[src/srpt_params.svh]
`ifndef SRPT_PARAMS_SVH
`define SRPT_PARAMS_SVH

// Peer identifier carried in every header and queue entry
`define SRPT_PEER_ID_W 14

// RPC identifier within one peer
`define SRPT_RPC_ID_W 14

// Bytes still to be granted, kept narrow to keep the compare short
`define SRPT_GRANTABLE_W 10

// Entry state code, wide enough for the full receiver encoding
`define SRPT_STATE_W 3

// Message length, incoming and offset fields of a data header
`define SRPT_LEN_W 32

// Number of positions in the sorted queue
`define SRPT_DEPTH 16

`endif

[src/srpt_pkg.sv]
`include "srpt_params.svh"

package srpt_pkg;

   // Entry state codes
   // A higher code ranks nearer the head of the queue
   typedef enum logic [`SRPT_STATE_W-1:0] {
      SRPT_EMPTY  = 3'd4,
      SRPT_ACTIVE = 3'd6
   } srpt_state_e;

   // One queue entry, 41 bits
   // Peer in the top bits, state code in the bottom bits
   typedef struct packed {
      logic [`SRPT_PEER_ID_W-1:0]   peer_id;
      logic [`SRPT_RPC_ID_W-1:0]    rpc_id;
      logic [`SRPT_GRANTABLE_W-1:0] grantable;
      srpt_state_e                  state;
   } srpt_entry_t;

   // Data packet header as seen by the scheduler, 124 bits
   typedef struct packed {
      logic [`SRPT_PEER_ID_W-1:0] peer_id;
      logic [`SRPT_RPC_ID_W-1:0]  rpc_id;
      // Total message length in bytes
      logic [`SRPT_LEN_W-1:0]     msg_len;
      // Bytes the sender may push without a grant
      logic [`SRPT_LEN_W-1:0]     incoming;
      // Byte offset of this packet in the message
      logic [`SRPT_LEN_W-1:0]     offset;
   } srpt_hdr_t;

endpackage

[src/srpt_grant_sched.sv]
`include "srpt_params.svh"

module srpt_grant_sched (
   input  logic                  ap_clk,
   input  logic                  ap_rst,
   input  logic                  hdr_valid_i,
   input  srpt_pkg::srpt_hdr_t   hdr_i,
   input  logic                  grant_full_i,
   input  srpt_pkg::srpt_entry_t head_i,
   output logic                  push_o,
   output srpt_pkg::srpt_entry_t push_entry_o,
   output logic                  pop_o,
   output logic                  grant_valid_o,
   output srpt_pkg::srpt_entry_t grant_o
);

   // Bytes beyond the unscheduled part
   logic [`SRPT_LEN_W-1:0] hdr_remain;
   // Header opens a message
   logic                   hdr_first;
   // Message still needs grants
   logic                   hdr_needs_grant;
   // Head holds a grantable entry
   logic                   head_active;

   assign hdr_remain      = hdr_i.msg_len - hdr_i.incoming;
   assign hdr_first       = (hdr_i.offset == '0);
   assign hdr_needs_grant = (hdr_i.msg_len > hdr_i.incoming);
   assign head_active     = (head_i.state == srpt_pkg::SRPT_ACTIVE);

   // Only the first packet of a message creates an entry
   assign push_o = hdr_valid_i && hdr_first && hdr_needs_grant;

   // New entry from the header fields
   // Grantable keeps the low bits of the remaining length
   always_comb begin
      push_entry_o.peer_id   = hdr_i.peer_id;
      push_entry_o.rpc_id    = hdr_i.rpc_id;
      push_entry_o.grantable = hdr_remain[`SRPT_GRANTABLE_W-1:0];
      push_entry_o.state     = srpt_pkg::SRPT_ACTIVE;
   end

   // Headers win over grants
   // A full grant FIFO holds everything in the queue
   assign pop_o = !hdr_valid_i && !grant_full_i && head_active;

   // Grant strobe for one cycle after the decision
   always_ff @(posedge ap_clk) begin
      if (ap_rst) begin
         grant_valid_o <= 1'b0;
      end else begin
         grant_valid_o <= pop_o;
      end
   end

   // Popped head is captured as the grant
   always_ff @(posedge ap_clk) begin
      if (ap_rst) begin
         grant_o <= '0;
      end else if (pop_o) begin
         grant_o <= head_i;
      end
   end

   // Each grant is an active entry
   a_grant_active : assert property (@(posedge ap_clk) disable iff (ap_rst)
      grant_valid_o |-> (grant_o.state == srpt_pkg::SRPT_ACTIVE));

endmodule

[src/srpt_grant_top.sv]
`include "srpt_params.svh"

module srpt_grant_top (
   input  logic                  ap_clk,
   input  logic                  ap_rst,
   input  logic                  hdr_valid_i,
   input  srpt_pkg::srpt_hdr_t   hdr_i,
   input  logic                  grant_full_i,
   output logic                  grant_valid_o,
   output srpt_pkg::srpt_entry_t grant_o
);

   // Scheduler to queue
   logic                  push;
   srpt_pkg::srpt_entry_t push_entry;
   logic                  pop;

   // Queue to scheduler, combinational head view
   srpt_pkg::srpt_entry_t head;

   // Header filtering and grant issue
   srpt_grant_sched i_sched (
      .ap_clk        (ap_clk),
      .ap_rst        (ap_rst),
      .hdr_valid_i   (hdr_valid_i),
      .hdr_i         (hdr_i),
      .grant_full_i  (grant_full_i),
      .head_i        (head),
      .push_o        (push),
      .push_entry_o  (push_entry),
      .pop_o         (pop),
      .grant_valid_o (grant_valid_o),
      .grant_o       (grant_o)
   );

   // Sorted entry storage
   srpt_queue #(
      .DEPTH (`SRPT_DEPTH)
   ) i_queue (
      .ap_clk       (ap_clk),
      .ap_rst       (ap_rst),
      .push_i       (push),
      .push_entry_i (push_entry),
      .pop_i        (pop),
      .head_o       (head)
   );

endmodule

[src/srpt_queue.sv]
`include "srpt_params.svh"

module srpt_queue #(
   parameter int DEPTH = `SRPT_DEPTH
) (
   input  logic                  ap_clk,
   input  logic                  ap_rst,
   input  logic                  push_i,
   input  srpt_pkg::srpt_entry_t push_entry_i,
   input  logic                  pop_i,
   output srpt_pkg::srpt_entry_t head_o
);

   // Filler for unused positions and for the pop input
   localparam srpt_pkg::srpt_entry_t EMPTY_ENTRY = '{
      peer_id:   '0,
      rpc_id:    '0,
      grantable: '0,
      state:     srpt_pkg::SRPT_EMPTY
   };

   // Stored positions, 0 is the head
   srpt_pkg::srpt_entry_t q_r [DEPTH];

   // Incoming entry followed by every stored position
   srpt_pkg::srpt_entry_t chain_w [DEPTH+1];
   // Results after the even layer, one position further down
   srpt_pkg::srpt_entry_t even_w [DEPTH+1];
   // Results after the odd layer
   srpt_pkg::srpt_entry_t odd_w [DEPTH+1];

   genvar k;

   // An EMPTY entry enters on pop
   // It ranks below every active entry and sinks toward the tail
   assign chain_w[0] = push_i ? push_entry_i : EMPTY_ENTRY;

   for (k = 0; k < DEPTH; k++) begin : g_chain
      assign chain_w[k+1] = q_r[k];
   end

   // Even layer
   // Pair 0 meets the incoming entry with the head
   // Later pairs join each odd position with the even one below it
   for (k = 0; k < DEPTH/2; k++) begin : g_even
      srpt_sort_pair i_pair (
         .upper_i (chain_w[2*k]),
         .lower_i (chain_w[2*k+1]),
         .upper_o (even_w[2*k]),
         .lower_o (even_w[2*k+1])
      );
   end

   // Old tail has no partner in the even layer
   assign even_w[DEPTH] = chain_w[DEPTH];

   // Odd layer, offset by one position
   assign odd_w[0] = even_w[0];

   for (k = 0; k < DEPTH/2; k++) begin : g_odd
      srpt_sort_pair i_pair (
         .upper_i (even_w[2*k+1]),
         .lower_i (even_w[2*k+2]),
         .upper_o (odd_w[2*k+1]),
         .lower_o (odd_w[2*k+2])
      );
   end

   // Push keeps the top DEPTH results and drops whatever falls off the tail
   // Pop drops the old head and shifts everything up by one
   always_ff @(posedge ap_clk) begin
      if (ap_rst) begin
         for (int i = 0; i < DEPTH; i++) begin
            q_r[i] <= EMPTY_ENTRY;
         end
      end else if (push_i) begin
         for (int i = 0; i < DEPTH; i++) begin
            q_r[i] <= odd_w[i];
         end
      end else if (pop_i) begin
         for (int i = 0; i < DEPTH; i++) begin
            q_r[i] <= odd_w[i+1];
         end
      end
   end

   assign head_o = q_r[0];

   // Scheduler must never push and pop in the same cycle
   a_push_pop_excl : assert property (@(posedge ap_clk) disable iff (ap_rst)
      !(push_i && pop_i));

   // Pops only remove real entries
   a_pop_not_empty : assert property (@(posedge ap_clk) disable iff (ap_rst)
      pop_i |-> (head_o.state != srpt_pkg::SRPT_EMPTY));

endmodule

[src/srpt_sort_pair.sv]
module srpt_sort_pair (
   input  srpt_pkg::srpt_entry_t upper_i,
   input  srpt_pkg::srpt_entry_t lower_i,
   output srpt_pkg::srpt_entry_t upper_o,
   output srpt_pkg::srpt_entry_t lower_o
);

   // High when the lower entry must move up
   logic lower_wins;
   // State codes differ between the two entries
   logic state_differs;

   // State decides first
   assign state_differs = (lower_i.state != upper_i.state);

   // Fewer grantable bytes win on equal state
   // On a full tie the upper entry keeps its place
   always_comb begin
      if (state_differs) begin
         lower_wins = (lower_i.state > upper_i.state);
      end else begin
         lower_wins = (lower_i.grantable < upper_i.grantable);
      end
   end

   // Exchange or pass straight through
   always_comb begin
      if (lower_wins) begin
         upper_o = lower_i;
         lower_o = upper_i;
      end else begin
         upper_o = upper_i;
         lower_o = lower_i;
      end
   end

endmodule

[config.mk]
export PLATFORM = sky130hd
export DESIGN_NAME = srpt_grant_top
export DESIGN_NICKNAME = d
export VERILOG_FILES = /design/src/srpt_pkg.sv /design/src/srpt_grant_sched.sv /design/src/srpt_grant_top.sv /design/src/srpt_queue.sv /design/src/srpt_sort_pair.sv
export VERILOG_INCLUDE_DIRS = /design/src /design/src/src
export SDC_FILE = /design/constraint.sdc
export NUM_CORES = 2
export LEC_CHECK = 0
export BUFFER_PORTS_ARGS = -buffer_cell sky130_fd_sc_hd__buf_4
export CAP_MARGIN = 20
export CORE_ASPECT_RATIO = 0.7
export CORE_MARGIN = 3
export CORE_UTILIZATION = 31
export DETAILED_ROUTE_END_ITERATION = 10
export GPL_TIMING_DRIVEN = 0
export RECOVER_POWER = 50
export SYNTH_ARGS = -nofsm -noshare
export SYNTH_HDL_FRONTEND = slang
export SYNTH_SLANG_ARGS = --single-unit
export TNS_END_PERCENT = 10
[constraint.sdc]
create_clock -name ap_clk -period 10.75 [get_ports ap_clk]
set_input_delay 0 -clock ap_clk [delete_from_list [all_inputs] [get_ports ap_clk]]
set_output_delay 0 -clock ap_clk [all_outputs]
set_load 0.005 [all_outputs]
==> impl_metrics.json <==
{
  "status": "finished, violations left",
  "violations": "capacitance limit, slew limit",
  "drv_cap": 7,
  "r2r-start": "i_queue.q_r[0][0]",
  "post_synth_inst_count": 4609,
  "async_flop_share_pct": 0,
  "vias_per_cell": 5.61,
  "critPathArrivalTime_ps": 9860,
  "gp_congestion": 0.904,
  "dp.final_hpwl_mm": 121,
  "synth_area_leaders": "edfxtp_1 (41%), mux2i_1 (13%), mux2_2 (8.0%)",
  "synth-edff-count": 656,
  "max_freq_mhz": 105,
  "synth_top_family_by_area": "multiplexers",
  "grt_max_degree": 66,
  "cp_top_family": "buffers and inverters",
  "synth_flop_cell": "edfxtp_1",
  "hold_end": "i_queue.q_r[0][3]",
  "grt_pass1_wl_mm": 232,
  "fillers": 15400,
  "cts_setup_buffers": 0,
  "num_vias": 39500,
  "start_util_pct": 31.3,
  "worst_clock_skew_ps": 26.4,
  "worstPathMaxFanout": 58,
  "dieArea_um2": 160000,
  "synth_top_area_cell": "edfxtp_1",
  "cp-end-kind": "register",
  "row_count": 120,
  "chipHeight_um": 336,
  "synth.top_cell.area_share_pct": 40.9,
  "finalCritPeriodShare_pct": 88.5,
  "nNetsFinal": 5253,
  "clockBufferDepth": 3,
  "synth_mux_area_share_pct": 21.5,
  "num_io_pins": 170,
  "hp-start": "hdr_i[64]",
  "fin_crit_ps": 9510,
  "syn_nets": 4960,
  "synth_compound_area_share_pct": 16.4,
  "slew_headroom_pct": -158,
  "grt_pass1_vias": 38200,
  "cts-buffers-inserted": 77,
  "seq_area_frac_synth_pct": 42.7,
  "yosys_register_bits": 698,
  "critPathMaxStageDelay_ps": 2680,
  "worstPathRequired_ps": 11100,
  "placement.io_buffers": 169,
  "path_buf_inv": 5,
  "cts_num_sinks": 698,
  "final_common_cell": "edfxtp_1",
  "dieWidth_um": 477,
  "ant_nets": 0,
  "rsz0062_at_grt": "no",
  "hold_violations": 0,
  "overflow": 0,
  "yosys.area_share.adder_pct": 5.82,
  "cts-root-buf": "clkbuf_16",
  "cp-start-kind": "register",
  "fin_tns_setup_ps": 0,
  "postLayoutCellArea_um2": 54600,
  "ys_warn_count": 0,
  "final_cell_mix": "edfxtp_1 (656), mux2i_1 (644), nand2_1 (411)",
  "postCtsResizedCells": 0,
  "path_clk_slew_ps": 60,
  "slew_viol_final": 370,
  "setup_viol": 0,
  "r2r_cells": 9,
  "h-tree-depth": 3,
  "crit_chain": "or4_1, nor2_1, clkbuf_1, nor2_1, clkbuf_1, nand2b_1, clkbuf_1, clkbuf_1, buf_16",
  "syn-mean-instance-area_um2": 10.4,
  "core_um2": 154000,
  "drt_first_pass_iters": 6,
  "worstSkewPairLatency_ps": 680,
  "grt_use_total_pct": 18.4,
  "drt_iter0_drc": 4742,
  "wire_per_inst_um": 21.7,
  "worstReg2RegEnd": "i_queue.q_r[0][105]",
  "yosys.area_share.simple_pct": 8.44,
  "rrSetupSlack_ps": 1240,
  "hold_path.class": "in -> reg",
  "drive_gt1_share_pct": 14.0,
  "worst_pin_slew_ps": 3860,
  "holdPathStages": 4,
  "syn2layout_area_growth_pct": 13.6,
  "remaining_drc_errors": 0,
  "synthXorXnorAreaFrac_pct": 0.161,
  "placed_cell_area_um2": 52300,
  "critPathSlowestCell": "clkbuf_1",
  "postRouteWirelength_mm": 153,
  "critPathKind": "reg -> reg",
  "cts_tree": "built",
  "synth_cell_type_count": 85,
  "crit_top_cell": "clkbuf_1",
  "antenna_found_initial": 3,
  "synth_area_um2": 48100
}
-- metrics by stage --
| stage | utilization, % | setup WS, ps | cells | hold WS (ps) |
|---|---|---|---|---|
| 5_1_grt | 35.6 | 705 | 7035 | 57.4 |
| 3_3_place_gp | 33.8 | -3370 | 6852 | 284 |
| 2_1_floorplan | - | 1550 | 4609 | 187 |
| 3_5_place_dp | 34.1 | 1490 | 6865 | 292 |
| 4_1_cts | 35.8 | 1670 | 7034 | 4.06 |
| 6_report | 35.6 | 1240 | 7036 | 33.3 |
-- how the worst max path moves through the flow --
stage,slack (ps),depth (start not counted),start,to
6_report,1240,9,i_queue.q_r[0][0],i_queue.q_r[0][105]
5_1_grt,700,31,hdr_i[32],i_queue.q_r[0][49]
4_1_cts,1670,31,hdr_i[32],i_queue.q_r[0][51]
3_5_place_dp,1490,29,hdr_i[41],i_queue.q_r[0][51]
3_3_place_gp,-3370,9,hdr_i[73],i_queue.q_r[0][65]
2_1_floorplan,1550,8,hdr_i[62],i_queue.q_r[0][100]
-- Yosys cell counts (all sizes together) (59+ instances only) --
| library cell | n |
|---|---|
| edfxtp | 656 |
| mux2i | 645 |
| nand2 | 412 |
| mux2 | 346 |
| o22ai | 282 |
| nor2 | 263 |
| inv | 239 |
| a21oi | 232 |
| ha | 222 |
| clkbuf | 210 |
| o21ai | 195 |
| buf | 142 |
| a22o | 88 |
| o2bb2ai | 62 |
| a211oi | 59 |
-- layer usage --
metal	GRT usage, %	wire length (um)	up-vias
li1	-	-	18200
met1	29.4	76200	19600
met2	25.2	59900	1579
met3	3.58	14000	162
met4	3.39	2780	0
met5	0	0	-
-- area by class of cell --
type / instances / area [um^2] / share of cell area (%)
Antenna cell: 1 / 2.50 / 0.00458
Buffer: 352 / 1460 / 2.67
Clock buffer: 102 / 2050 / 3.76
Clock inverter: 36 / 274 / 0.501
Inverter: 239 / 897 / 1.64
Multi-Input combinational cell: 3320 / 25200 / 46.1
Sequential cell: 698 / 20500 / 37.6
Tap cell: 2074 / 2590 / 4.75
Timing Repair Buffer: 214 / 1640 / 2.99
-- state kept, by name, indices dropped and copies added, names as in the netlist --
register and count:
i_queue.q_r 656, i_sched.grant_o 41, i_sched.grant_valid_o 1
-- repair_timing --
| item | 4_1_cts | 5_1_grt |
|---|---|---|
| hold buffers | 31 | 0 |
| endpoints found under the hold margin | 86 | 0 |
| endpoints found under the setup margin | 0 | 0 |
-- worst reg2reg max path: cells and delay by family, from the launching register on --
kind | cells | cell delay (ps)
buffers and inverters | 5 | 6470
flip-flops | 1 | 500
AND/OR/NAND/NOR | 4 | 2180
-- cell families (layout without fill, tap and decap cells) --
kind of cell               count (synthesis)  count (layout)
and+or+nand+nor                          918             918
muxes                                    991             991
adders and majority gates                223             223
other                                      0               1
AOI/OAI and AO/OA                       1180            1180
buffers and inverters                    591             943
xor gates and xnor gates                   8               8
DFF                                      698             698
Power is left out: the tool's default activity adds up to more than one toggle a clock period on the data nets, which glitch-free logic cannot reach.
